File: src/rtl/bp_pkg.sv
package bp_pkg;

    parameter int PC_W  = 32;
    // Tags keep the whole word address so they do not depend on table depth.
    parameter int TAG_W = PC_W - 2;

    typedef logic [PC_W-1:0] pc_t;

    typedef struct packed
    {
        pc_t pc;
    } bp_req_t;

    typedef struct packed
    {
        pc_t  pc;
        pc_t  next_pc;
        logic hit;
        logic taken;
    } bp_pred_t;

    // Resolved branch outcome from the execute stage.
    typedef struct packed
    {
        pc_t  pc;
        pc_t  target;
        logic taken;
    } bp_train_t;

    typedef struct packed
    {
        logic             valid;
        logic [TAG_W-1:0] tag;
        pc_t              target;
    } btb_entry_t;

endpackage

File: src/rtl/bp_lookup_stage.sv
`timescale 1ns/1ps

module bp_lookup_stage import bp_pkg::*; #(
    parameter int INDEX_BITS = 8
)
(
    input  logic                  clk,
    input  logic                  rst_i,
    input  logic                  req_valid,
    input  bp_req_t               req,
    input  logic                  accept_en,
    output logic                  req_ready,
    output logic                  rd_en,
    output logic [INDEX_BITS-1:0] rd_index,
    output logic                  s1_valid,
    output bp_req_t               s1_req,
    input  logic                  s2_ready
);

    logic accept;

    // Slot frees up when empty or when it drains this cycle.
    assign req_ready = accept_en && (!s1_valid || s2_ready);
    assign accept    = req_valid && req_ready;

    // Table reads launch on the accepting edge, so a stalled slot keeps its data.
    assign rd_en    = accept;
    assign rd_index = req.pc[INDEX_BITS+1:2];

    always_ff @(posedge clk)
    begin
        if (rst_i)
        begin
            s1_valid <= 1'b0;
        end
        else
        begin
            s1_valid <= accept || (s1_valid && !s2_ready);
        end
    end

    always_ff @(posedge clk)
    begin
        if (accept)
        begin
            s1_req <= req;
        end
    end

endmodule

File: config.mk
export PLATFORM = sky130hd
export DESIGN_NAME = bp_lookup_stage
export DESIGN_NICKNAME = d
export VERILOG_FILES = /design/src/rtl/bp_pkg.sv /design/src/rtl/bp_lookup_stage.sv
export SDC_FILE = /design/constraint.sdc
export NUM_CORES = 1
export LEC_CHECK = 0
export BUFFER_PORTS_ARGS = -buffer_cell sky130_fd_sc_hd__buf_2
export CAP_MARGIN = 20
export CORE_AREA = 2 2 81 52
export DETAILED_ROUTE_END_ITERATION = 8
export DIE_AREA = 0 0 83 54
export HOLD_SLACK_MARGIN = 0.05
export PLACE_DENSITY = 0.68
export SYNTH_ARGS = -nofsm -noshare
export SYNTH_HDL_FRONTEND = slang
export SYNTH_SLANG_ARGS = --single-unit
export TNS_END_PERCENT = 1
File: constraint.sdc
create_clock -name clk -period 1.4 [get_ports clk]
set_clock_uncertainty 0.1 [all_clocks]
set_input_delay 0.28 -clock clk [delete_from_list [all_inputs] [get_ports clk]]
set_output_delay 0.28 -clock clk [all_outputs]
set_load 0.01 [all_outputs]
## Yosys cells after proc, flatten, opt, wreduce, memory -nomap -nowiden

Cells that the tools add are included.

- Logic and storage cells: 9
- Output and inout port bits: 43
- Input port bits: 37
- Register bits after elaboration: 33

- Reduce and logical (&&, ||, !) cells: 7

Operators by type and width:

| cell | number |
|---|---|
| $logic_and A1 B1 Y1 | 3 |
| $logic_not A1 Y1 | 2 |
| $logic_or A1 B1 Y1 | 2 |

## Longest topological paths before layout

Gate-level depths: netlist (run 1).

- Word-level depth: 5
- Depth in mapped cells: 2
- Gate-level depth less buffers: 2

## Worst setup path after synthesis (run 1)

OpenSTA, ideal clock, no wires.

- Path kind: register -> register
- Start: register s1_valid
- End: register s1_req[0] in the netlist's numbering (enable)
- Buffers on the path: 0
- Clock period less this slack: 1516 ps
- Library setup time: 380 ps
- Data required time: 920 ps
- Stages on the path, launching flop included: 3
- Path slack: -116 ps
- Arrival time: 1036 ps
- Cell sequence: dfxtp_1 > nand2b_4 > nor2b_4

- Cells in the longest elaborated chain, start to end: 4

Ends and longest elaborated chain:

| item | RTL line | text |
|---|---|---|
| from (decl) | bp_lookup_stage.sv:15 | `output logic s1_valid,` |
| from (signal assigned) | bp_lookup_stage.sv:38 | `s1_valid <= accept \|\| (s1_valid && !s2_ready);` |
| $logic_not A1 Y1 | bp_lookup_stage.sv:23 | `assign req_ready = accept_en && (!s1_valid \|\| s2_ready);` |
| $logic_or A1 B1 Y1 | bp_lookup_stage.sv:23 |  |
| $logic_and A1 B1 Y1 | bp_lookup_stage.sv:23 |  |
| $logic_and A1 B1 Y1 | bp_lookup_stage.sv:24 | `assign accept = req_valid && req_ready;` |
| via rd_en | bp_lookup_stage.sv:13 | `output logic rd_en,` |
| to (signal assigned) | bp_lookup_stage.sv:46 | `s1_req <= req;` |
| to (decl) | bp_lookup_stage.sv:16 | `output bp_req_t s1_req,` |

The timed path passes the listed nets, and every way through them passes these cells.
A chain may end at the register's enable or synchronous reset.

## Worst setup path after layout (run 1)

- Start: register s1_valid
- End: output port rd_en

- Cells in the longest elaborated chain, start to end: 4

Ends and longest elaborated chain:

| item | RTL line |
|---|---|
| $logic_not A1 Y1 | bp_lookup_stage.sv:23 |
| $logic_or A1 B1 Y1 | bp_lookup_stage.sv:23 |
| $logic_and A1 B1 Y1 | bp_lookup_stage.sv:23 |
| $logic_and A1 B1 Y1 | bp_lookup_stage.sv:24 |
| to (decl) | bp_lookup_stage.sv:13 |

Every way passes these cells.

==> results of run 1 <==
[cell families (layout without fill, tap and decap cells)]
| group | Yosys count | count (layout) | share of synthesized area [%] |
|---|---|---|---|
| AOI/OAI and AO/OA | 1 | 1 | 0.802 |
| buffers and inverters | 8 | 93 | 5.50 |
| and+or+nand+nor | 4 | 4 | 3.89 |
| DFF | 33 | 33 | 89.8 |
[stage by stage]
step	cell area (µm²)	TNS [ns]	worst slack, ns	hold slack (ns)
floorplan	1090	-2.80	-0.0875	0.235
global placement	1540	0	0.0704	0.337
detailed placement	1540	0	0.0384	0.341
CTS	1660	-0.367	-0.0327	0.0695
global route	1640	-0.0275	-0.0275	0.0680
finish	1640	0	0.0237	0.0809
[state kept, by name, indices dropped and copies added, names as in the netlist]
| signal | cells |
|---|---|
| s1_valid | 1 |
| s1_req | 32 |
[per-layer routing]
layer	vias to the layer above	part of all wire, %	track usage, %
met5	-	0	0
met2	45	49	14.1
met1	329	42	9.65
met3	0	9.3	4.60
li1	332	-	-
met4	0	0	3.28
[critical path: stages (launching register included)]
cell and delay, ns:
dfxtp_2 0.33, nand2b_4 0.07, nor2b_4 0.20, buf_6 0.12
[cells in the final DEF, fill, tap and decap left out, drive strengths merged]
| cell | n |
|---|---|
| a21oi | 1 |
| nor2b | 1 |
| dfxtp | 1 |
| and2 | 1 |
| dlygate4sd3 | 1 |
| buf | 84 |
| edfxtp | 32 |
| clkbuf | 6 |
| clkinv | 2 |
| nand2 | 1 |
| nand2b | 1 |
[cell type report]
class | count | area (µm²)
Tap cell | 50 | 62.6
Timing Repair Buffer | 85 | 465
Clock buffer | 6 | 72.6
Sequential cell | 33 | 982
Multi-Input combinational cell | 5 | 51.3
Clock inverter | 2 | 10.0
Fill cell | 368 | 2210
[how the worst max path moves through the flow]
stage / from / end / depth (start not counted)
final: s1_valid / rd_en / 3
after global routing: s1_valid / rd_en / 3
after CTS: s1_valid / rd_en / 4
after detailed placement: s2_ready / s1_req[1] / 5
after global placement: s2_ready / s1_req[14] / 5
after floorplan: s1_valid / s1_req[0] / 2
[repair_timing]
item | in CTS | in global routing
endpoints found under the setup margin | 1 | 27
endpoints found under the hold margin | 1 | 0
pin swaps | 0 | 0
resized for setup | 1 | 1
hold buffers | 1 | 0
buffers inserted | 3 | 0
[power breakdown]
part,internal [mW],switching (mW)
Combinational,0.0964,0.0918
Sequential,1.13,0.00990
Clock,0.344,0.306
Total,1.57,0.408
==> key figures, run 1 <==
Detailed routing
  – Via count: 706
  – Iter 0 DRT Violations: 10
  – Routed length per instance: 12.0 µm
  – DRC Markers: 0
  – Vias per std cell: around 3.9
  – DRT antenna net count: 0
  – Drt pass-1 iters: 3
  – Total Wirelength: roughly 2.2 mm

STA
  – Setup-failing EPs final: 0
  – Final hold violations: 0
  – Worst-Margin Slew: 0.152 ns
  – Period Utilization, post-route: between 90% and 100%
  – Fin crit period: around 1.4 ns
  – Max Slew Vio Count: 0
  – RSZ-0062 raised after global routing: true
  – Max Clock Freq: between 0.7 and 0.8 GHz
  – Slew HR: between 80% and 90%

Finish
  – Nets: roughly 170
  – Share of layout cells above drive strength 1: between 70% and 80%
  – Post-Layout Cell Count: between 150 and 200
  – Layout area overhead: 50.5%
  – Layout Utilization: 42.7%
  – Antenna diode count: 0

Setup path
  – Worst Path Max Fanout: 3
  – Kind of critical path: reg -> out
  – CP startpoint kind: flop
  – Worst EP required: approximately 1.0 ns
  – Worst r2r src: s1_valid
  – Critical Path End Type: output port
  – Reg2reg path depth: 4
  – R2R Setup Slk: 0.08 ns
  – Critical path arrival: 1.00 ns
  – R2R Path End: s1_req[13]

Yosys
  – Ys flop type: edfxtp_1
  – Syn Nets: between 80 and 90
  – Ys Warns: 0
  – Seq/Total Area, Yosys: approximately 90%
  – Count leader, synth: edfxtp_1
  – Number of flops mapped to enable cells by yosys: 32
  – Post-synth top area share: around 88%
  – Netlist cell types: 8
  – #FFs+latches synth: 33
  – Synth async-reset ratio: 0%
  – Post-Synthesis Cells: 46
  – Avg Cell Area, Syn: ~24 µm²
  – Post-synth top area cell: edfxtp_1
  – Synth Cell Area: about 0.0011 mm²
  – Synth cell count leaders: 32 x edfxtp_1, 8 x buf_4
  – Synth area leaders: edfxtp_1 88%, buf_4 5.5%, dfxtp_1 1.8%

Placement
  – RePlAce Congestion: slightly above 0.8
  – DP Cell Count: 170
  – I/O Buffers: slightly below 80
  – Detail Placement HPWL: around 1.7 mm

Status
  – Status: finished clean

Clock tree
  – H-tree depth: 2
  – Clock edge transition at the registers on the reported setup and hold paths: ~0.06 ns
  – CTS Buffer Depth: 2
  – Clock latency on the worst-skew pair: 0.27 ns
  – Clock Sink Count: 33
  – Root buffer cell: clkbuf_8
  – Total CTS buffers: 5
  – CTS tree: yes

Hold path
  – Hold depth: 1
  – Worst Hold End: s1_req[14]
  – Hold Startpoint: req[14]
  – Worst Hold Class: in -> reg

Power and ir drop
  – PD cells: 1210 mW/mm²
  – Peak supply drop: approximately 0.56 mV
  – Leakage power: 0.728 nW
  – Tot Pwr: approximately 2.0 mW

Global routing
  – GRT overflow: 0
  – Overall global routing resource usage: between 8 and 9%
  – Largest net degree at the start of global routing: 14
  – First-pass GRT wire length: around 2.7 mm
  – Vias in the first global route: ~590
  – Antenna violations before repair: 0

Floorplan
  – Die width: around 83 µm
  – # IOs: 80
  – Starting density of the core: between 20 and 30%
  – Die area: about 0.0045 mm²
  – Row count: 18
  – CORE AREA: 0.00385 mm²
  – Die height: 54 µm

Job
  – MaxCap Viol Count: 0
No activity file was read; power rests on OpenSTA's default activity.
==> run 2, diff against run 1 <==
Settings changed: CORE_AREA 2 2 81 52 to 8 8 87 58, DIE_AREA 0 0 83 54 to 0 0 95 66, GPL_ROUTABILITY_DRIVEN set to 0.
==> run 2 against run 1 <==
  * Fmax is 0.49% higher
  * Setup slack better by 0.0067 ns
  * Total power is 1.4% higher
  * Routed wire length is 33% higher
  * Via count is 0.71% higher
  * Critical path depth stayed put
  * Cell count is 1.1% higher
  * Sequential share of layout area is 0.41 points lower
  * Non-clock buffer count is 2 higher
  * Critical path type unchanged
  * Largest cell class unchanged
  * Largest power group unchanged
==> key figures, run 2 (synthesis results as in run 1) <==
Hold path
  – Hold Startpoint: req[12]
  – Worst Hold Class: in -> reg

Floorplan
  – # IOs: 80
  – Die height: approximately 66 µm
  – Die area: ~0.0063 mm²
  – Starting density of the core: between 20% and 30%
  – Row count: 18
  – Die width: 95 µm
  – CORE AREA: 0.00385 mm²

Setup path
  – CP startpoint kind: flop
  – Critical Path End Type: output port
  – Critical path arrival: approximately 0.99 ns
  – Critical Path Start: s1_valid
  – Kind of critical path: reg -> out
  – Worst r2r src: s1_valid
  – CP peak stage delay: around 0.33 ns
  – Slowest-stage cell, CP: dfxtp_2
  – Worst EP required: 1.02 ns
  – Worst Path Max Fanout: 3
  – CP Cell Sequence: nand2b_4 -> nor2b_4 -> buf_6

Finish
  – Nets: 169
  – Post-Layout Cell Count: ~180
  – Final Instance Area: roughly 0.0017 mm²
  – Max FFs per register: 32
  – Largest regs: s1_req (32), s1_valid (1)
  – Most common cell after layout, fill and taps aside: buf_2
  – Share of layout cells above drive strength 1: between 70% and 80%
  – Most flop-heavy register: s1_req
  – Layout area overhead: 51.5%
  – Layout Utilization: a little over two fifths
  – Antenna diode count: 0
  – Most frequent cells in the layout: 78 x buf_2, 32 x edfxtp_1, 6 x buf_4

Clock tree
  – CTS tree: yes
  – Clock latency on the worst-skew pair: 0.27 ns
  – CTS Buffer Depth: 2
  – Root buffer cell: clkbuf_8
  – Clock Sink Count: 33
  – Clock edge transition at the registers on the reported setup and hold paths: 0.07 ns
  – H-tree depth: 2
  – Total CTS buffers: 5

Global routing
  – Vias in the first global route: between 700 and 800
  – First-pass GRT wire length: just under 4 mm
  – GRT overflow: 0
  – Largest net degree at the start of global routing: 13
  – Overall global routing resource usage: between 8 and 9%
  – Antenna violations before repair: 0

Detailed routing
  – DRC Markers: 0
  – Drt pass-1 iters: 4
  – Total Wirelength: between 2 and 3 mm
  – Iter 0 DRT Violations: 13
  – Via count: between 700 and 800
  – Routed length per instance: between 15 and 20 µm
  – DRT antenna net count: 0
  – Vias per std cell: 3.89

Power and ir drop
  – Comb power frac: 9.7%
  – Tot Pwr: 2.01 mW
  – Reg power frac: approximately 57%
  – Leakage power: approximately 0.74 nW
  – Peak supply drop: about 0.57 mV
  – Internal power: between 1.5 and 2 mW
  – PD cells: around 1200 mW/mm²
  – Sw Ratio: 21.6%
  – Clock power share: about a third
  – Switching power: between 0.4 and 0.5 mW

Placement
  – I/O Buffers: between 70 and 80
  – Detail Placement HPWL: 2.30 mm
  – Dpl ws: approximately 0.051 ns
  – Area post-placement: 0.00155 mm²
  – DP Cell Count: between 150 and 200

Status
  – Status: finished clean

Job
  – MaxCap Viol Count: 0

STA
  – Max Clock Freq: approximately 0.73 GHz
  – Period Utilization, post-route: ~98%
  – WHS: 0.0735 ns
  – Final WS setup: between 0.03 and 0.04 ns
  – Fin crit period: 1.37 ns
  – Final hold violations: 0
  – Max Slew Vio Count: 0
  – Setup-failing EPs final: 0
  – Slew HR: between 90% and 100%
  – RSZ-0062 raised after global routing: true
  – Worst-Margin Slew: between 0.1 and 0.15 ns
  – Setup TNS: 0 ns
[run 2: changes by cell type in the layout (fill, tap and decap cells not counted)]
cell   previous run  this run
buf_4             3         6
buf_6             2         1
[run 2: timing repair]
item | in CTS | in global routing
hold buffers | 1 | 0
buffers inserted | 3 | 0
endpoints found under the setup margin | 1 | 27
endpoints found under the hold margin | 1 | 0
gates resized for setup | 1 | 0
[run 2: power by group through the flow]
stage          Combinational [mW]  Clock [mW]  Sequential, mW
5_1_grt                     0.211       0.738            1.15
4_1_cts                     0.208       0.704            1.14
2_1_floorplan              0.0507           0            1.19
6_report                    0.195       0.671            1.14
3_3_place_gp                0.189           0            1.16
3_5_place_dp                0.196           0            1.17
[run 2: path summary, 6_finish.rpt]
kind	to	slack, ns	depth (start not counted)
max	rd_en	0.03	3
min reg2reg	s1_valid	0.47	3
min	s1_req[12]	0.07	1
max reg2reg	s1_req[10]	0.05	4
[run 2: worst max-delay path, delay by kind of cell, from the launching register on]
| kind | cells | cell delay (ns) |
|---|---|---|
| and+or+nand+nor | 2 | 0.26 |
| buffers and inverters | 1 | 0.12 |
| DFF | 1 | 0.33 |
[run 2: cell type report]
| type | instances | area [µm²] |
|---|---|---|
| clock buffers | 6 | 72.6 |
| clock inverters | 2 | 10.0 |
| fillers | 339 | 2200 |
| multi-input cells | 5 | 51.3 |
| flip-flops and latches | 33 | 982 |
| well taps | 50 | 62.6 |
| repair buffers | 87 | 477 |
[run 2: layer usage]
metal,vias to the layer above,share of wire (%),GRT usage [%]
met5,-,0,0
met4,0,0.66,3.48
met3,3,14,5.22
met2,53,46,14.4
met1,318,39,9.05
li1,337,-,-
==> run 3, diff against run 2 <==
Settings changed: REMOVE_ABC_BUFFERS set to 1.
==> run 3 against run 2 <==
  * Via count is 1.3% lower
  * Sequential share of layout area is 1.5 points lower
  * Cell count is 0.55% lower
  * Final area grew 2.6%
  * Global-route usage rose by 0.077 points
  * Critical path depth stayed put
==> key figures, run 3 (synthesis results as in run 1) <==
Clock tree
  – CTS Buffer Depth: 2
  – Clock edge transition at the registers on the reported setup and hold paths: ~0.07 ns
  – Root buffer cell: clkbuf_8
  – Clock Sink Count: 33
  – Clock latency on the worst-skew pair: roughly 0.28 ns
  – H-tree depth: 2
  – Total CTS buffers: 5
  – CTS tree: yes

Detailed routing
  – Iter 0 DRT Violations: 23
  – Via count: around 700
  – Routed length per instance: about 15 µm
  – Drt pass-1 iters: 4
  – Total Wirelength: 2.71 mm
  – Vias per std cell: ~3.9
  – DRC Markers: 0
  – DRT antenna net count: 0

Finish
  – Max FFs per register: 32
  – Share of layout cells above drive strength 1: about three quarters
  – Layout area overhead: 55.6%
  – Final Instance Area: roughly 0.0017 mm²
  – Layout Utilization: between 40% and 50%
  – Largest regs: s1_req (32), s1_valid (1)
  – Most frequent cells in the layout: 78 x buf_2, 32 x edfxtp_1, 5 x clkbuf_8, 5 x buf_4, 2 x bufinv_16
  – Multi-input combinational cell area: 51.3 µm²
  – Most flop-heavy register: s1_req
  – Antenna diode count: 0
  – Register Area: slightly below 0.001 mm²
  – Most common cell after layout, fill and taps aside: buf_2
  – # fillers: approximately 360
  – Post-Layout Cell Count: between 150 and 200
  – Nets: between 150 and 200

Hold path
  – Hold depth: 1
  – Worst Hold Class: in -> reg

Setup path
  – Slowest-stage cell, CP: dfxtp_2
  – Critical Path End Type: output port
  – CP Cell Sequence: nand2b_4 -> nor2b_4 -> buf_6
  – Reg2reg path depth: 4
  – Crit path max-delay family: flip-flops
  – Kind of critical path: reg -> out
  – CP startpoint kind: flop
  – Worst EP required: around 1.0 ns
  – CP peak stage delay: roughly 0.34 ns
  – Worst Path Max Fanout: 3
  – Bufs and invs on worst path: 1
  – Critical path arrival: 1.00 ns
  – CP Depth: 3

Placement
  – Area post-placement: around 0.0015 mm²
  – Detail Placement HPWL: 2.24 mm
  – Dpl ws: 0.0637 ns
  – I/O Buffers: between 70 and 80
  – DP Cell Count: between 150 and 200

Floorplan
  – Die width: 95 µm
  – CORE AREA: 0.00385 mm²
  – Row count: 18
  – Die height: approximately 66 µm
  – Starting density of the core: ~28%
  – # IOs: 80
  – Die area: about 0.0063 mm²

STA
  – Max Clock Freq: a little over 0.7 GHz
  – Final WS setup: around 0.019 ns
  – Setup-failing EPs final: 0
  – Setup TNS: 0 ns
  – RSZ-0062 raised after global routing: true
  – Period Utilization, post-route: between 90% and 100%
  – Fin crit period: between 1 and 1.5 ns
  – Worst-Margin Slew: approximately 0.14 ns
  – WHS: 0.0716 ns
  – Slew HR: 90.4%
  – Final hold violations: 0
  – Max Slew Vio Count: 0

Job
  – MaxCap Viol Count: 0

Status
  – Status: finished clean

Power and ir drop
  – Leakage power: approximately 0.75 nW
  – Peak supply drop: about 0.52 mV
  – PD cells: between 1000 and 1500 mW/mm²
  – Tot Pwr: about 2.4 mW

Global routing
  – Overall global routing resource usage: under 10%
  – Antenna violations before repair: 0
  – First-pass GRT wire length: between 4 and 5 mm
  – Vias in the first global route: 755
  – Largest net degree at the start of global routing: 16
  – GRT overflow: 0
run 3: changes by cell type in the layout (fill, tap and decap cells not counted):
cell	previous run	this run
clkinv_2	2	1
bufinv_16	0	2
buf_4	6	5
clkbuf_1	1	0
run 3: where the power goes:
group / switching (mW) / internal, mW
sequential: 0.00990 / 1.13
clock: 0.334 / 0.707
combinational: 0.0943 / 0.0959
run 3: layer usage:
| layer | share of wire (%) | track usage (%) | wire (µm) |
|---|---|---|---|
| met5 | 0 | 0 | 0 |
| met4 | 0 | 1.74 | 0 |
| met3 | 16 | 6.69 | 436 |
| met2 | 45 | 13.7 | 1230 |
| met1 | 39 | 9.54 | 1050 |
run 3: layout make-up:
type / count / area share (%)
clock inverters: 3 / 3.83
repair buffers: 86 / 27.6
flip-flops and latches: 33 / 57.8
clock buffers: 5 / 4.05
well taps: 50 / 3.68
multi-input cells: 5 / 3.02
run 3: final timing paths:
check	start	end	slack [ns]
worst min-delay path	req[18]	s1_req[18]	0.07
worst min register to register	s1_valid	s1_valid	0.56
worst max register to register	s1_valid	s1_req[30]	0.02
worst max-delay path	s1_valid	rd_en	0.02
run 3: worst register-to-register path, cell delays in order (launching register included):
cell and delay [ns]:
dfxtp_2 0.34, nand2b_4 0.07, nor2b_4 0.19, buf_4 0.22, buf_4 0.18
run 3: timing repair:
| action | in CTS | in global routing |
|---|---|---|
| buffers inserted | 2 | 1 |
| gates resized for setup | 2 | 0 |
| hold endpoints to repair | 1 | 0 |
| hold buffers | 1 | 0 |
| setup endpoints to repair | 2 | 26 |
